`src/design/usb_prot_pkg.sv`:
```
`default_nettype none

package usb_prot_pkg;

	// Frame sync sequence
	localparam logic [7:0] SYNC_HI = 8'h5E;
	localparam logic [7:0] SYNC_LO = 8'h4D;

	// CRC-8 with the CCITT polynomial
	localparam logic [7:0] CRC_POLY = 8'h07;
	localparam logic [7:0] CRC_INIT = 8'h00;

	localparam int BYTES_PER_WORD = 4;

	// Parser FSM encoding
	localparam logic [2:0] ST_HUNT = 3'd0;
	localparam logic [2:0] ST_SYNC = 3'd1;
	localparam logic [2:0] ST_HDR  = 3'd2;
	localparam logic [2:0] ST_DATA = 3'd3;
	localparam logic [2:0] ST_DCRC = 3'd4;

	// Index of the header CRC byte
	localparam logic [1:0] HDR_LAST = 2'd3;

	typedef logic [7:0]  byte_t;
	typedef logic [31:0] word_t;
	typedef logic [2:0]  be_cnt_t;
	typedef logic [15:0] len_t;

	// Header as filled byte by byte, or read as fields
	typedef union packed {
		byte_t [3:0] bytes;
		struct packed {
			byte_t addr;
			len_t  len;
			byte_t crc;
		} fields;
	} hdr_u;

	// One byte through the CRC with MSB first
	function automatic byte_t crc8_step(input byte_t crc, input byte_t dat);
		byte_t c;
		c = crc ^ dat;
		for (int i = 0; i < 8; i++)
		begin
			if (c[7])
				c = {c[6:0], 1'b0} ^ CRC_POLY;
			else
				c = {c[6:0], 1'b0};
		end
		return c;
	endfunction

endpackage

`default_nettype wire

```
`src/design/byte_serializer.sv`:
```
`default_nettype none

module byte_serializer
	import usb_prot_pkg::*;
(
	input  wire     clk
	,input  wire     rst_n

	,input  wire     op_valid_i
	,input  word_t   op_dat_i
	,input  be_cnt_t op_be_i
	,output logic    op_ready_o

	,output logic    byte_valid_o
	,output byte_t   byte_dat_o
);

	word_t   word_q;
	be_cnt_t cnt_q;
	logic    take;

	// Free now, or the last held byte leaves this cycle
	assign op_ready_o = (cnt_q <= be_cnt_t'(1));
	assign take       = op_valid_i && op_ready_o;

	assign byte_valid_o = (cnt_q != '0);
	assign byte_dat_o   = word_q[31:24];

	// Bytes still to send
	always_ff @(posedge clk or negedge rst_n)
	begin
		if (!rst_n)
		begin
			cnt_q <= '0;
		end
		else if (take)
		begin
			cnt_q <= op_be_i;
		end
		else if (cnt_q != '0)
		begin
			cnt_q <= cnt_q - 1'b1;
		end
	end

	// Top byte goes out, rest moves up
	always_ff @(posedge clk)
	begin
		if (take)
		begin
			word_q <= op_dat_i;
		end
		else if (cnt_q != '0)
		begin
			word_q <= {word_q[23:0], 8'h00};
		end
	end

	// Beat size must be 1 to 4 while offered
	a_be_range: assert property (
		@(posedge clk) disable iff (!rst_n)
		op_valid_i |-> (op_be_i >= be_cnt_t'(1) && op_be_i <= be_cnt_t'(BYTES_PER_WORD))
	);

endmodule

`default_nettype wire

```
`src/design/frame_parser.sv`:
```
`default_nettype none

module frame_parser
	import usb_prot_pkg::*;
(
	input  wire    clk
	,input  wire    rst_n

	,input  wire    byte_valid_i
	,input  byte_t  byte_dat_i

	,output logic   pl_valid_o
	,output byte_t  pl_dat_o
	,output logic   pl_last_o

	,output byte_t  dat_addr_o
	,output len_t   dat_len_o
	,output logic   trsmt_cmplt_o
	,output logic   dat_crc_err_o
	,output logic   hdr_crc_err_o
);

	logic [2:0] state_q;
	logic [1:0] idx_q;
	len_t       rem_q;
	byte_t      crc_q;
	hdr_u       hdr_q;
	hdr_u       hdr_nxt;
	logic       hdr_ok;

	// Header with the current byte shifted in
	always_comb
	begin
		hdr_nxt.bytes = {hdr_q.bytes[2:0], byte_dat_i};
	end

	// Running CRC covers sync, address and length
	assign hdr_ok = (hdr_nxt.fields.crc == crc_q);

	always_ff @(posedge clk or negedge rst_n)
	begin
		if (!rst_n)
		begin
			state_q       <= ST_HUNT;
			idx_q         <= '0;
			rem_q         <= '0;
			crc_q         <= CRC_INIT;
			pl_valid_o    <= 1'b0;
			pl_last_o     <= 1'b0;
			trsmt_cmplt_o <= 1'b0;
			dat_crc_err_o <= 1'b0;
			hdr_crc_err_o <= 1'b0;
		end
		else
		begin
			pl_valid_o    <= 1'b0;
			pl_last_o     <= 1'b0;
			trsmt_cmplt_o <= 1'b0;
			dat_crc_err_o <= 1'b0;
			hdr_crc_err_o <= 1'b0;

			if (byte_valid_i)
			begin
				case (state_q)
					ST_HUNT:
					begin
						if (byte_dat_i == SYNC_HI)
						begin
							state_q <= ST_SYNC;
							crc_q   <= crc8_step(CRC_INIT, byte_dat_i);
						end
					end

					ST_SYNC:
					begin
						if (byte_dat_i == SYNC_LO)
						begin
							state_q <= ST_HDR;
							idx_q   <= '0;
							crc_q   <= crc8_step(crc_q, byte_dat_i);
						end
						else if (byte_dat_i == SYNC_HI)
						begin
							// Repeated 5E restarts the sync
							crc_q <= crc8_step(CRC_INIT, byte_dat_i);
						end
						else
						begin
							state_q <= ST_HUNT;
						end
					end

					ST_HDR:
					begin
						if (idx_q != HDR_LAST)
						begin
							idx_q <= idx_q + 1'b1;
							crc_q <= crc8_step(crc_q, byte_dat_i);
						end
						else if (hdr_ok)
						begin
							crc_q <= CRC_INIT;
							rem_q <= hdr_nxt.fields.len;
							// With no payload the CRC byte is next
							if (hdr_nxt.fields.len == '0)
								state_q <= ST_DCRC;
							else
								state_q <= ST_DATA;
						end
						else
						begin
							hdr_crc_err_o <= 1'b1;
							state_q       <= ST_HUNT;
						end
					end

					ST_DATA:
					begin
						pl_valid_o <= 1'b1;
						pl_last_o  <= (rem_q == len_t'(1));
						crc_q      <= crc8_step(crc_q, byte_dat_i);
						rem_q      <= rem_q - 1'b1;
						if (rem_q == len_t'(1))
							state_q <= ST_DCRC;
					end

					ST_DCRC:
					begin
						trsmt_cmplt_o <= 1'b1;
						dat_crc_err_o <= (byte_dat_i != crc_q);
						state_q       <= ST_HUNT;
					end

					default:
					begin
						state_q <= ST_HUNT;
					end
				endcase
			end
		end
	end

	always_ff @(posedge clk)
	begin
		if (byte_valid_i && state_q == ST_HDR)
			hdr_q <= hdr_nxt;
		if (byte_valid_i && state_q == ST_DATA)
			pl_dat_o <= byte_dat_i;
		// Frame info only from a good header
		if (byte_valid_i && state_q == ST_HDR && idx_q == HDR_LAST && hdr_ok)
		begin
			dat_addr_o <= hdr_nxt.fields.addr;
			dat_len_o  <= hdr_nxt.fields.len;
		end
	end

	a_pl_after_data: assert property (
		@(posedge clk) disable iff (!rst_n)
		pl_valid_o |-> $past(byte_valid_i && state_q == ST_DATA)
	);

endmodule

`default_nettype wire

```
`src/design/word_packer.sv`:
```
`default_nettype none

module word_packer
	import usb_prot_pkg::*;
(
	input  wire     clk
	,input  wire     rst_n

	,input  wire     pl_valid_i
	,input  byte_t   pl_dat_i
	,input  wire     pl_last_i

	,output logic    dat_en_o
	,output word_t   dat_o
	,output be_cnt_t dat_be_o
);

	word_t   word_q;
	word_t   word_nxt;
	be_cnt_t cnt_q;
	logic    flush;

	// Place the byte below those already held
	always_comb
	begin
		if (cnt_q == '0)
		begin
			word_nxt = {pl_dat_i, 24'h000000};
		end
		else
		begin
			word_nxt = word_q;
			word_nxt[(BYTES_PER_WORD - 1 - int'(cnt_q)) * 8 +: 8] = pl_dat_i;
		end
	end

	// Word full or frame ended
	assign flush = pl_valid_i &&
		(pl_last_i || cnt_q == be_cnt_t'(BYTES_PER_WORD - 1));

	always_ff @(posedge clk or negedge rst_n)
	begin
		if (!rst_n)
		begin
			cnt_q    <= '0;
			dat_en_o <= 1'b0;
			dat_be_o <= '0;
		end
		else
		begin
			dat_en_o <= flush;
			if (flush)
			begin
				dat_be_o <= cnt_q + 1'b1;
				cnt_q    <= '0;
			end
			else if (pl_valid_i)
			begin
				cnt_q <= cnt_q + 1'b1;
			end
		end
	end

	always_ff @(posedge clk)
	begin
		if (pl_valid_i)
			word_q <= word_nxt;
		if (flush)
			dat_o <= word_nxt;
	end

	a_be_nonzero: assert property (
		@(posedge clk) disable iff (!rst_n)
		dat_en_o |-> dat_be_o != '0
	);

endmodule

`default_nettype wire

```
`src/design/usb_prot_decoder.sv`:
```
`default_nettype none

module usb_prot_decoder
	import usb_prot_pkg::*;
(
	input  wire     clk
	,input  wire     rst_n

	// Input word stream
	,input  wire     op_valid_i
	,input  word_t   op_dat_i
	,input  be_cnt_t op_be_i
	,output logic    op_ready_o

	// Repacked payload
	,output logic    dat_en_o
	,output word_t   dat_o
	,output be_cnt_t dat_be_o

	// Frame status
	,output byte_t   dat_addr_o
	,output len_t    dat_len_o
	,output logic    trsmt_cmplt_o
	,output logic    dat_crc_err_o
	,output logic    hdr_crc_err_o
);

	logic  byte_valid;
	byte_t byte_dat;
	logic  pl_valid;
	byte_t pl_dat;
	logic  pl_last;

	byte_serializer i_byte_serializer (
		.clk           (clk)
		,.rst_n         (rst_n)
		,.op_valid_i    (op_valid_i)
		,.op_dat_i      (op_dat_i)
		,.op_be_i       (op_be_i)
		,.op_ready_o    (op_ready_o)
		,.byte_valid_o  (byte_valid)
		,.byte_dat_o    (byte_dat)
	);

	frame_parser i_frame_parser (
		.clk            (clk)
		,.rst_n          (rst_n)
		,.byte_valid_i   (byte_valid)
		,.byte_dat_i     (byte_dat)
		,.pl_valid_o     (pl_valid)
		,.pl_dat_o       (pl_dat)
		,.pl_last_o      (pl_last)
		,.dat_addr_o     (dat_addr_o)
		,.dat_len_o      (dat_len_o)
		,.trsmt_cmplt_o  (trsmt_cmplt_o)
		,.dat_crc_err_o  (dat_crc_err_o)
		,.hdr_crc_err_o  (hdr_crc_err_o)
	);

	word_packer i_word_packer (
		.clk         (clk)
		,.rst_n       (rst_n)
		,.pl_valid_i  (pl_valid)
		,.pl_dat_i    (pl_dat)
		,.pl_last_i   (pl_last)
		,.dat_en_o    (dat_en_o)
		,.dat_o       (dat_o)
		,.dat_be_o    (dat_be_o)
	);

endmodule

`default_nettype wire

```
`config.mk`:
```
export PLATFORM = sky130hd
export DESIGN_NAME = usb_prot_decoder
export DESIGN_NICKNAME = d
export VERILOG_FILES = /design/src/design/usb_prot_pkg.sv /design/src/design/byte_serializer.sv /design/src/design/frame_parser.sv /design/src/design/word_packer.sv /design/src/design/usb_prot_decoder.sv
export SDC_FILE = /design/constraint.sdc
export NUM_CORES = 1
export LEC_CHECK = 0
export BUFFER_PORTS_ARGS = -buffer_cell sky130_fd_sc_hd__buf_2
export CAP_MARGIN = 10
export CORE_MARGIN = 3
export CORE_UTILIZATION = 30
export CTS_BUF_LIST = sky130_fd_sc_hd__clkbuf_8 sky130_fd_sc_hd__clkbuf_16
export DETAILED_ROUTE_END_ITERATION = 8
export PLACE_DENSITY = 0.44
export SLEW_MARGIN = 0
export SYNTH_ARGS = -nofsm -noshare
export SYNTH_HDL_FRONTEND = slang
export SYNTH_HIERARCHICAL = 1
export SYNTH_SLANG_ARGS = --single-unit
export TNS_END_PERCENT = 100
```
`constraint.sdc`:
```
create_clock -name clk -period 11.3 [get_ports clk]
set_input_delay 0.565 -clock clk [delete_from_list [all_inputs] [get_ports clk]]
set_output_delay 0.565 -clock clk [all_outputs]
set_load 0.01 [all_outputs]
```
==> key figures, run 1 <==
Logic synthesis
  • Multiplexer share of the synthesized area: 0.0669
  • Cell types occupying the most area after synthesis: edfxtp_1 51%, dfrtp_1 12%, mux2_4 4.6%, ha_1 2.5%, xnor2_1 2.4%
  • Cell type with the highest aggregate area in the netlist: edfxtp_1
  • Share of synthesized cell area in and, or, nand and nor gates: 0.102
  • Number of warning messages in the yosys log: 6
  • Net count after synthesis: approximately 690
  • Sequential area share after synthesis: 0.637
  • EDFF count, synth: approximately 150
  • Cell area after technology mapping: 8900 µm²
  • Share of flip-flops with an asynchronous set or reset: 0.224
  • Per-instance average area after synthesis: 13.9 µm²
  • Compound-gate portion of the synthesized area: 0.102
  • Area share of the largest cell type after synthesis: 0.513
  • Largest family of logic cells by synthesized area: simple AND/OR/NAND/NOR gates
  • Synthesized-area fraction occupied by adder cells: 0.0253
  • Most used flip-flop cell after synthesis: edfxtp_1
  • Number of register bits inferred by synthesis: 196
  • Number of library cell types mapped by synthesis: 75
  • Fraction of synthesized cell area in xor and xnor cells: 0.0340
  • Gate count of the mapped netlist: 638

Run status
  • Status: complete, no violations

Placement
  • Post-detail-place hpwl: 13,600 µm
  • Routability-driven placement congestion ratio: around 0.78
  • Port buffer count: between 100 and 150
  • Placed cells: roughly 1,100

Detailed routing
  • Drt initial violations: 379
  • Total Wirelength: 19,800 µm
  • Count of TritonRoute iterations in the first routing pass: 4
  • Total number of vias: 5,446
  • Remaining number of nets flagged by the antenna check after routing: 0
  • WL per Instance: ~18 µm
  • Post-route DRC violation count: 0
  • Routed via count divided by cell count: roughly 4.9

Finish
  • Antenna diode instance count: 0
  • Most frequent standard cell in the layout excluding fill and tap cells: edfxtp_1
  • Commonest non-fill, non-tap cells in the layout: 152 x edfxtp_1, 101 x buf_2, 44 x dfrtp_1
  • Area added between synthesis and finish: 16.6%
  • Share of cells above drive strength 1: 0.278
  • Number of cells in the finished layout apart from fillers: roughly 1,100
  • Total number of nets in the final design: 781

Setup path
  • Worst reg-to-reg path cell count: 5
  • Category of the worst setup path launch point: flop
  • CP arrival: between 3 and 4 ns
  • Crit Path Class: flop to flop
  • Critical path required time: around 11 ns
  • Largest fanout of any net on the critical path: 20
  • Critical Path Sink Type: flop

Worst hold path
  • Hold crit path type: input port to asynchronous set/reset pin

Timing
  • Setup Total Neg Slack: 0 ns
  • Setup repair after global routing missed its margin: false
  • Worst slew margin relative to its limit: 0.327
  • Pins over their slew limit: 0
  • Worst Max-Slew Pin Slew: approximately 1 ns
  • Finish-stage setup viols: 0
  • Fmax: between 300 and 400 MHz
  • Worst Skew: 0.0193 ns
  • Crit path time final: between 2 and 3 ns
  • Final worst-path cycle share: 0.256
  • Final hold vios: 0

Global route
  • Vias in the first global route: 5,505
  • Remaining Overflow, GRT: 0
  • GRT Total Usage: 0.128
  • Maximum number of pins on one net before global-route repair: 45
  • Antenna violations before repair: 0
  • Global-route wire length before repair: roughly 31,000 µm

Power and ir drop
  • Power share of the clock group: 0.299
  • Worst VDD drop: 0.102 mV
  • Switching portion of total power: 0.301
  • NetSw: between 0.0006 and 0.0007 W
  • Power density over the cells: between 200 and 250 nW/µm²
  • Internal power component: roughly 0.0015 W
  • Leakage power of the design: slightly above 4 nW
  • Share of total power in sequential cells: 0.456
  • Combinational power share: 0.245

Clocking
  • Number of setup buffers added after CTS: 0
  • Worst-path clk slew: 0.08 ns
  • Bufs on Longest Clock Path: 2
  • Number of hold buffers added after cts: 0
  • Clock tree from TritonCTS: built
  • Number of buffers added by the clock tree synthesis step: 17
  • Quantity of gates resized following cts: 0
  • Clk sink count: 196
  • Later-pin clock latency in the skew report: approximately 0.43 ns
  • Clock Root Buffer: clkbuf_16
  • Number of H-tree branching levels: 4

Die
  • Total Die Area: about 32,000 µm²
  • Std-Cell Core Area: 28,900 µm²
  • DIE WIDTH: ~180 µm
  • Initial Utilization: 0.307
  • Die outline height: approximately 180 µm
  • Total number of placement rows: 62
  • Top-level port count: between 100 and 150

Run
  • Maxcap violations: 0
[power by group through the flow]
stage	Combinational, W	Clock, W	Sequential, W
3_3_place_gp	0.000514	0	0.000977
3_5_place_dp	0.000519	0	0.000981
4_1_cts	0.000523	0.000654	0.000965
6_report	0.000518	0.000631	0.000962
2_1_floorplan	0.000476	0	0.000925
5_1_grt	0.000572	0.000684	0.000977
[critical path, stage by stage, from the launching register on]
cell and delay, ns:
dfrtp_1 0.52, ha_1 0.23, ha_1 0.52, o21ai_0 0.33, inv_1 0.60, buf_4 0.38
[sequential cells by signal, indices dropped and copies added, names as in the netlist]
signal,count
i_word_packer/word_q,32
i_frame_parser/pl_last_o,1
i_frame_parser/hdr_crc_err_o,1
i_frame_parser/rem_q,16
i_frame_parser/dat_len_o,16
i_word_packer/dat_en_o,1
i_frame_parser/trsmt_cmplt_o,1
i_frame_parser/idx_q,2
i_word_packer/dat_be_o,3
i_frame_parser/crc_q,8
i_frame_parser/hdr_q,24
i_frame_parser/dat_crc_err_o,1
i_frame_parser/dat_addr_o,8
i_frame_parser/pl_valid_o,1
i_word_packer/cnt_q,3
i_word_packer/dat_o,32
i_byte_serializer/word_q,32
i_byte_serializer/cnt_q,3
i_frame_parser/state_q,3
i_frame_parser/pl_dat_o,8
[final timing paths]
check	endpoint	slack (ns)	startpoint
hold reg to reg	i_frame_parser/dat_addr_o[5]$_DFFE_PP_	0.43	i_frame_parser/hdr_q[21]$_DFFE_PN_
max in group asynchronous	i_word_packer/cnt_q[0]$_DFFE_PN0P_	10.61	rst_n
min in group clk	i_byte_serializer/cnt_q[2]$_DFFE_PN0P_	0.37	op_be_i[2]
setup / recovery	i_word_packer/dat_o[27]$_DFFE_PP_	8.41	i_word_packer/cnt_q[0]$_DFFE_PN0P_
setup reg to reg	i_word_packer/dat_o[27]$_DFFE_PP_	8.41	i_word_packer/cnt_q[0]$_DFFE_PN0P_
hold / removal	i_frame_parser/trsmt_cmplt_o$_DFF_PN0_	0.13	rst_n
[per-layer routing]
layer,vias to the layer above,track usage,wire [µm]
met3,14,0.0338,1180
li1,2596,-,-
met2,152,0.199,9110
met4,0,0.0419,224
met1,2684,0.175,9260
met5,-,0,0
[through the flow]
step	total power, W	utilization	hold slack, ns	worst slack, ns	instance area [µm²]
after floorplan	0.00140	-	0.269	6.95	8900
after global placement	0.00149	0.335	0.415	8.27	9700
after detailed placement	0.00150	0.335	0.408	8.11	9700
after CTS	0.00214	0.357	0.346	8.07	10300
after global routing	0.00223	0.359	0.152	8.05	10400
final	0.00211	0.359	0.135	8.41	10400
[synth_stat cells (all sizes together) (18+ instances only)]
library cell  instances
a21oi                35
buf                  19
clkbuf               21
dfrtp                44
edfxtp              152
ha                   18
inv                  18
mux2                 43
nand2                18
nor2                 30
o21ai                36
xnor2                24
[logic make-up (layout without fill, tap and decap cells)]
kind of cell,count (synthesis),count (layout)
XOR/XNOR,33,33
AND/OR/NAND/NOR,154,154
adder cells (fa/ha/maj),18,18
multiplexers,44,44
AO/OA/AOI/OAI,135,135
flip-flops,196,196
buffers and inverters,58,158
[final cells by class]
class	count	area [µm²]
inverters	18	67.6
repair buffers	108	578
clock inverters	15	210
well taps	384	480
flip-flops and latches	196	5670
fillers	2773	18600
multi-input cells	384	2950
clock buffers	17	425
(Power assumes the default switching activity.)
==> run 2, diff against run 1 <==
ABC_AREA = 1   (was not set)
PLACE_DENSITY = 0.45   (was 0.44)
clock period = 2.4 ns   (was 11.3 ns; I/O delays follow)
==> run 2 against run 1 <==
Effect of this change: sequential power rose to 4.7 times the previous value; clock skew is 0.0072 ns lower; first-iteration DRC count is 7.1% lower; flip-flop and latch count stayed put; cell count rose by 31%; utilization grew 1.4 points; design area is 7.6% higher; clock-buffer cell count is the same; fmax rose by 32%; area after synthesis grew 3.5%; clock power grew to 4.5 times the previous value; critical path type unchanged; critical endpoint is now i_word_packer/word_q[8]$_DFFE_PP_.
==> key figures, run 2 <==
Power and ir drop
  • Internal power component: 0.00690 W (+370%)
  • Power share of the clock group: 0.260 (-0.039)
  • Share of total power in sequential cells: 0.415 (-0.041)
  • Power density over the cells: 971 nW/µm² (+380%)
  • Combinational power share: 0.325 (+0.080)
  • NetSw: 0.00393 W (+520%)
  • Worst VDD drop: 0.557 mV (+450%)
  • Power consumption: 0.0108 W (+410%)
  • Leakage power of the design: 4.95 nW (+22%)
  • Switching portion of total power: 0.363 (+0.0617)

Timing
  • Finish-stage setup viols: 0 (unchanged)
  • Worst Skew: 0.0121 ns (-0.00722 ns)
  • Setup repair after global routing missed its margin: false
  • Final hold vios: 0 (unchanged)
  • Final worst-path setup slack: 0.212 ns (-8.19 ns)
  • Worst Max-Slew Pin Slew: 0.537 ns (-0.470 ns)
  • Worst slew margin relative to its limit: 0.642 (+0.314)
  • Fmax: 457 MHz (+32%)
  • Final worst-path cycle share: 0.912 (+0.656)
  • Pins over their slew limit: 0 (unchanged)
  • Crit path time final: 2.19 ns (-0.706 ns)

Finish
  • Total number of nets in the final design: 1,128 (+44%)
  • Antenna diode instance count: 0 (unchanged)
  • FILL cells: 3,049 (+10%)
  • Share of cells above drive strength 1: 0.193 (-0.0852)
  • Area added between synthesis and finish: 21.3%
  • Most frequent standard cell in the layout excluding fill and tap cells: nand2_1
  • Number of cells in the finished layout apart from fillers: 1,475 (+31%)
  • Layout Utilization: 0.373 (+0.0141)
  • Commonest non-fill, non-tap cells in the layout: 287 x nand2_1, 152 x edfxtp_1, 101 x buf_2
  • Largest registers in the final layout: i_byte_serializer/word_q x32, i_word_packer/dat_o x32, i_word_packer/word_q x32

Global route
  • Maximum number of pins on one net before global-route repair: 45 (unchanged)
  • Global-route wire length before repair: 34,600 µm (+10%)
  • Remaining Overflow, GRT: 0 (unchanged)
  • Vias in the first global route: 6,447 (+17%)
  • Antenna violations before repair: 0 (unchanged)
  • GRT Total Usage: 0.130 (+0.00174)

Run status
  • Status: complete, no violations

Setup path
  • Crit Path Class: flop to flop
  • Critical Path, Cell by Cell: inv_1, nor3_1, inv_1, ha_1, inv_2, nand3_1, nor3_4, buf_6, nand2_1, nand2_1, nor2_1
  • Critical path required time: 2.59 ns (-8.82 ns)
  • Category of the worst setup path launch point: flop
  • Cell with the largest stage delay on the worst path: dfrtp_1
  • Max incr delay on CP: 0.43 ns (-0.17 ns)
  • CP arrival: 2.37 ns (-0.64 ns)
  • Largest fanout of any net on the critical path: 16 (-20%)
  • Largest delay contributor family on the critical path: simple AND/OR/NAND/NOR gates
  • Critical Path Sink Type: flop
  • Number of buffers and inverters on the critical path: 4 (+2)

Logic synthesis
  • Sequential area share after synthesis: 0.616 (-0.0213)
  • Area share of the largest cell type after synthesis: 0.496 (-0.0172)
  • Number of register bits inferred by synthesis: 196 (unchanged)
  • Gate count of the mapped netlist: 921 (+44%)
  • Most frequent cells after synthesis: 287 x nand2_1, 152 x edfxtp_1, 96 x nor2_1
  • Number of library cell types mapped by synthesis: 46 (-39%)
  • EDFF count, synth: 152 (unchanged)
  • Cell type with the highest aggregate area in the netlist: edfxtp_1
  • Net count after synthesis: 977 (+41%)
  • Per-instance average area after synthesis: 9.99 µm² (-28%)
  • Number of warning messages in the yosys log: 6 (unchanged)
  • Most used flip-flop cell after synthesis: edfxtp_1
  • Dominant cell by count in the synthesized netlist: nand2_1
  • Share of flip-flops with an asynchronous set or reset: 0.224 (unchanged)
  • Cell area after technology mapping: 9200 µm² (+3.5%)
  • Cell types occupying the most area after synthesis: edfxtp_1 50%, dfrtp_1 12%, nand2_1 12%, nand3_1 4.3%, nor2_1 3.9%

Placement
  • Dpl ws: 0.173 ns (-7.93 ns)
  • Routability-driven placement congestion ratio: 0.813 (+4.6%)
  • Placed cells: 1,410 (+30%)
  • Port buffer count: 101 (unchanged)
  • Post-detail-place hpwl: 14,400 µm (+6.3%)

Die
  • Top-level port count: 102 (unchanged)
  • Die outline height: 181 µm (+1.7%)
  • Total Die Area: 32,800 µm² (+3.3%)
  • Initial Utilization: 0.307 (about the same)
  • Std-Cell Core Area: 30,000 µm² (+3.5%)
  • Total number of placement rows: 63 (+1.6%)
  • DIE WIDTH: 181 µm (+1.7%)

Detailed routing
  • Total number of vias: 6,478 (+19%)
  • Remaining number of nets flagged by the antenna check after routing: 0 (unchanged)
  • Drt initial violations: 352 (-7.1%)
  • Total Wirelength: 21,000 µm (+6.3%)
  • Post-route DRC violation count: 0 (unchanged)
  • Count of TritonRoute iterations in the first routing pass: 5 (+1)
  • Routed via count divided by cell count: 4.39 (-9.5%)
  • WL per Instance: 14.2 µm (-19%)

Clocking
  • Bufs on Longest Clock Path: 2 (unchanged)
  • Later-pin clock latency in the skew report: 0.43 ns (about the same)
  • Clock Root Buffer: clkbuf_16
  • Number of setup buffers added after CTS: 0 (unchanged)
  • Worst-path clk slew: 0.08 ns (about the same)
  • Clk sink count: 196 (unchanged)
  • Number of H-tree branching levels: 4 (unchanged)
  • Number of buffers added by the clock tree synthesis step: 17 (unchanged)
  • Clock tree from TritonCTS: built

Worst hold path
  • Hold crit path type: input port to flop

Run
  • Maxcap violations: 0 (unchanged)
-- run 2: changes by cell type in the layout (fill, tap and decap cells not counted), moves of 16 or more --
cell	delta
nand2_1	+270
buf_4	+18
nand3_1	+67
mux2_2	-16
mux2_4	-27
dlygate4sd3_1	+33
nor2_1	+66
inv_1	+51
-- run 2: layout make-up --
cell class,instances,area (µm²),share of cell area
Sequential cell,196,5670,0.508
Inverter,84,319,0.0286
Clock inverter,15,160,0.0143
Multi-Input combinational cell,613,3040,0.273
Timing Repair Buffer,160,1060,0.0949
Clock buffer,17,425,0.0381
Tap cell,390,488,0.0437
-- run 2: path summary, 6_finish.rpt --
path / cells after the start / slack, ns / startpoint / to
setup / recovery: 11 / 0.21 / i_word_packer/cnt_q[0]$_DFFE_PN0P_ / i_word_packer/word_q[8]$_DFFE_PP_
max in group asynchronous: 3 / 1.95 / rst_n / i_frame_parser/rem_q[0]$_DFFE_PN0P_
hold reg to reg: 0 / 0.42 / i_frame_parser/hdr_q[20]$_DFFE_PN_ / i_frame_parser/dat_addr_o[4]$_DFFE_PP_
min in group asynchronous: 3 / 0.18 / rst_n / i_frame_parser/hdr_crc_err_o$_DFF_PN0_
setup reg to reg: 11 / 0.21 / i_word_packer/cnt_q[0]$_DFFE_PN0P_ / i_word_packer/word_q[8]$_DFFE_PP_
hold / removal: 3 / 0.01 / op_dat_i[26] / i_byte_serializer/word_q[26]$_DFFE_PP_
-- run 2: timing repair --
action / in CTS / in global routing
hold buffers: 33 / 0
setup endpoints to repair: 0 / 6
endpoints found under the hold margin: 76 / 0
resized for setup: 0 / 1
-- run 2: layer usage --
layer | share of wire | global-route usage
met4 | 0.0095 | 0.0335
met5 | 0 | 0
met1 | 0.49 | 0.180
met2 | 0.46 | 0.210
met3 | 0.040 | 0.0262
-- run 2: logic make-up after synthesis --
| kind of cell | synth area share |
|---|---|
| compound gates | 0.0406 |
| xor+xnor | 0.0219 |
| fa+ha+maj | 0.0245 |
| buf+inv | 0.0587 |
| flops | 0.616 |
| mux | 0.00109 |
| simple gates | 0.238 |
-- run 2: power by group through the flow --
stage                     logic [W]  registers (W)  clock network [W]
after detailed placement    0.00350        0.00458                  0
after global placement      0.00350        0.00457                  0
after floorplan             0.00297        0.00442                  0
after CTS                   0.00356        0.00451            0.00293
final                       0.00352        0.00449            0.00282
after global routing        0.00405        0.00455            0.00305
-- run 2: per-stage QoR --
step / hold WS (ns) / TNS, ns / instance area, µm²
2_1_floorplan: -0.176 / -4.01 / 9260
3_3_place_gp: 0.130 / 0 / 10200
3_5_place_dp: 0.136 / 0 / 10200
4_1_cts: 0.000934 / 0 / 11200
5_1_grt: 0.0210 / 0 / 11200
6_report: 0.0140 / 0 / 11200
-- run 2: worst reg2reg max path: cells and delay by family (launching register included) --
family,cells,cell delay [ns]
and+or+nand+nor,6,0.71
buffers and inverters,4,0.49
adders and majority gates,1,0.33
DFF,1,0.43
==> run 3, diff against run 2 <==
CELL_PAD_IN_SITES_DETAIL_PLACEMENT = 0   (was not set)
CELL_PAD_IN_SITES_GLOBAL_PLACEMENT = 1   (was not set)
GPL_TIMING_DRIVEN = 1   (was not set)
PLACE_DENSITY = 0.55   (was 0.45)
SLEW_MARGIN = 25   (was 0)
==> run 3 against run 2 <==
Effect of this change: via count shrank 0.12%; cell count is the same; global-route usage grew 0.55 points; critical endpoint unchanged.
==> key figures, run 3 (synthesized netlist as in run 2, its figures left out) <==
Finish
  • Antenna diode instance count: 0 (unchanged)
  • Layout Utilization: 0.372 (-0.000961)
  • Area added between synthesis and finish: 21.0%
  • Most frequent standard cell in the layout excluding fill and tap cells: nand2_1
  • Total number of nets in the final design: 1,128 (unchanged)
  • Largest registers in the final layout: i_byte_serializer/word_q x32, i_word_packer/dat_o x32, i_word_packer/word_q x32
  • Commonest non-fill, non-tap cells in the layout: 287 x nand2_1, 152 x edfxtp_1, 101 x buf_2
  • Share of cells above drive strength 1: 0.194 (+0.000922)

Global route
  • Vias in the first global route: 6,579 (+2.0%)
  • Maximum number of pins on one net before global-route repair: 45 (unchanged)
  • Met1 usage: 0.186 (+0.00617)
  • Met3 demand-to-capacity share in global routing: 0.0228 (-0.00342)
  • Global-route wire length before repair: 35,700 µm (+3.3%)
  • Met2 Resource Use GR: 0.221 (+0.0112)
  • Remaining Overflow, GRT: 0 (unchanged)
  • Layer with the highest usage: met2
  • GRT Total Usage: 0.136 (+0.00547)
  • Antenna violations before repair: 0 (unchanged)

Clocking
  • Later-pin clock latency in the skew report: 0.43 ns (about the same)
  • Quantity of gates resized following cts: 0 (unchanged)
  • Number of H-tree branching levels: 4 (unchanged)
  • Clock tree from TritonCTS: built
  • Clock Root Buffer: clkbuf_16
  • Worst-path clk slew: 0.07 ns (about the same)
  • Clk sink count: 196 (unchanged)
  • Number of buffers added by the clock tree synthesis step: 17 (unchanged)
  • Bufs on Longest Clock Path: 2 (unchanged)

Timing
  • Pins over their slew limit: 0 (unchanged)
  • Fmax: 466 MHz (+1.9%)
  • Worst Max-Slew Pin Slew: 0.654 ns (+0.117 ns)
  • Worst Skew: 0.0174 ns (+0.00531 ns)
  • Finish-stage setup viols: 0 (unchanged)
  • Setup Total Neg Slack: 0 ns (unchanged)
  • Crit path time final: 2.15 ns (-0.0412 ns)
  • Worst slew margin relative to its limit: 0.564 (-0.0776)
  • Setup repair after global routing missed its margin: false
  • Final hold vios: 0 (unchanged)
  • Final worst-path cycle share: 0.894 (-0.0172)

Power and ir drop
  • Worst VDD drop: 0.572 mV (+2.7%)
  • Power share of the clock group: 0.256 (-0.004)
  • NetSw: 0.00396 W (+0.60%)
  • Share of total power in sequential cells: 0.414 (about the same)
  • Combinational power share: 0.329 (+0.004)
  • Internal power component: 0.00688 W (-0.30%)
  • Switching portion of total power: 0.365 (+0.00209)
  • Leakage power of the design: 4.94 nW (-0.21%)
  • Power density over the cells: 974 nW/µm² (+0.28%)

Setup path
  • Cell with the largest stage delay on the worst path: dfrtp_1
  • Largest fanout of any net on the critical path: 16 (unchanged)
  • Reg-to-Reg Start: i_word_packer/cnt_q[0]$_DFFE_PN0P_
  • CP arrival: 2.33 ns (-0.04 ns)
  • Category of the worst setup path launch point: flop
  • Crit Path Class: flop to flop
  • Launching instance or port of the critical path: i_word_packer/cnt_q[0]$_DFFE_PN0P_
  • Critical path required time: 2.58 ns (about the same)
  • Critical Path, Cell by Cell: inv_1, nor3_1, inv_1, ha_1, inv_2, nand3_1, nor3_4, buf_4, nand2_1, nand2_1, nor2_1
  • Critical Path Sink Type: flop
  • Max incr delay on CP: 0.45 ns (+0.02 ns)

Detailed routing
  • WL per Instance: 14.7 µm (+3.3%)
  • Remaining number of nets flagged by the antenna check after routing: 0 (unchanged)
  • Total Wirelength: 21,700 µm (+3.3%)
  • Total number of vias: 6,470 (-0.12%)
  • Post-route DRC violation count: 0 (unchanged)
  • Drt initial violations: 301 (-14%)
  • Routed via count divided by cell count: 4.39 (-0.12%)
  • Count of TritonRoute iterations in the first routing pass: 4 (-1)

Die
  • Std-Cell Core Area: 30,000 µm² (unchanged)
  • Initial Utilization: 0.307 (unchanged)
  • Total number of placement rows: 63 (unchanged)
  • Top-level port count: 102 (unchanged)
  • DIE WIDTH: 181 µm (unchanged)
  • Die outline height: 181 µm (unchanged)
  • Total Die Area: 32,800 µm² (unchanged)

Run
  • Maxcap violations: 0 (unchanged)

Placement
  • Port buffer count: 101 (unchanged)
  • Routability-driven placement congestion ratio: 0.767 (-5.6%)
  • Post-detail-place hpwl: 15,000 µm (+3.7%)

Worst hold path
  • Hold Path Origin: op_dat_i[25]
  • Hold crit path type: input port to flop

Run status
  • Status: complete, no violations
## run 3: cell type report
type / instances / area [µm²]
sequential: 196 / 5670
tap: 390 / 488
inverter: 84 / 319
multi-input combinational: 613 / 3040
fill: 3053 / 18800
timing repair buffer: 160 / 1040
clock inverter: 15 / 150
clock buffer: 17 / 425
## run 3: path summary, 6_finish.rpt
path | end | slack, ns | depth (start not counted)
setup / recovery | i_word_packer/word_q[8]$_DFFE_PP_ | 0.25 | 11
hold reg to reg | i_frame_parser/dat_addr_o[5]$_DFFE_PP_ | 0.42 | 0
min in group asynchronous | i_frame_parser/hdr_crc_err_o$_DFF_PN0_ | 0.34 | 3
hold / removal | i_byte_serializer/word_q[25]$_DFFE_PP_ | 0.02 | 3
setup reg to reg | i_word_packer/word_q[8]$_DFFE_PP_ | 0.25 | 11
max in group asynchronous | i_frame_parser/pl_last_o$_DFF_PN0_ | 1.61 | 3
## run 3: critical path, delay by kind of cell (launching register included)
| family | cells | cell delay [ns] |
|---|---|---|
| adders and majority gates | 1 | 0.33 |
| buffers and inverters | 4 | 0.45 |
| DFF | 1 | 0.45 |
| and+or+nand+nor | 6 | 0.68 |
## run 3: stage by stage
stage | worst slack [ns] | std cells | power, W | hold slack (ns) | cell area, µm²
3_5_place_dp | 0.233 | 1411 | 0.00817 | 0.298 | 10200
4_1_cts | 0.237 | 1475 | 0.0110 | 0.00847 | 11100
5_1_grt | 0.0492 | 1475 | 0.0117 | 0.0247 | 11100
6_report | 0.253 | 1475 | 0.0108 | 0.0223 | 11100
2_1_floorplan | -0.167 | 921 | 0.00740 | -0.176 | 9260
3_3_place_gp | 0.271 | 1411 | 0.00818 | 0.291 | 10200
## run 3: layer usage
metal / share of wire / up-vias
li1: - / 3345
met1: 0.49 / 3014
met2: 0.47 / 95
met3: 0.027 / 16
met4: 0.011 / 0
met5: 0 / -
## run 3: power groups by stage
| stage | combinational (W) | clock [W] | sequential [W] |
|---|---|---|---|
| 3_5_place_dp | 0.00359 | 0 | 0.00458 |
| 2_1_floorplan | 0.00297 | 0 | 0.00442 |
| 5_1_grt | 0.00416 | 0.00302 | 0.00454 |
| 4_1_cts | 0.00365 | 0.00289 | 0.00450 |
| 6_report | 0.00357 | 0.00278 | 0.00449 |
| 3_3_place_gp | 0.00361 | 0 | 0.00457 |
## run 3: repair_timing
item / 4_1_cts / 5_1_grt
endpoints found under the hold margin: 75 / 0
buffers inserted: 0 / 0
hold buffers: 32 / 0
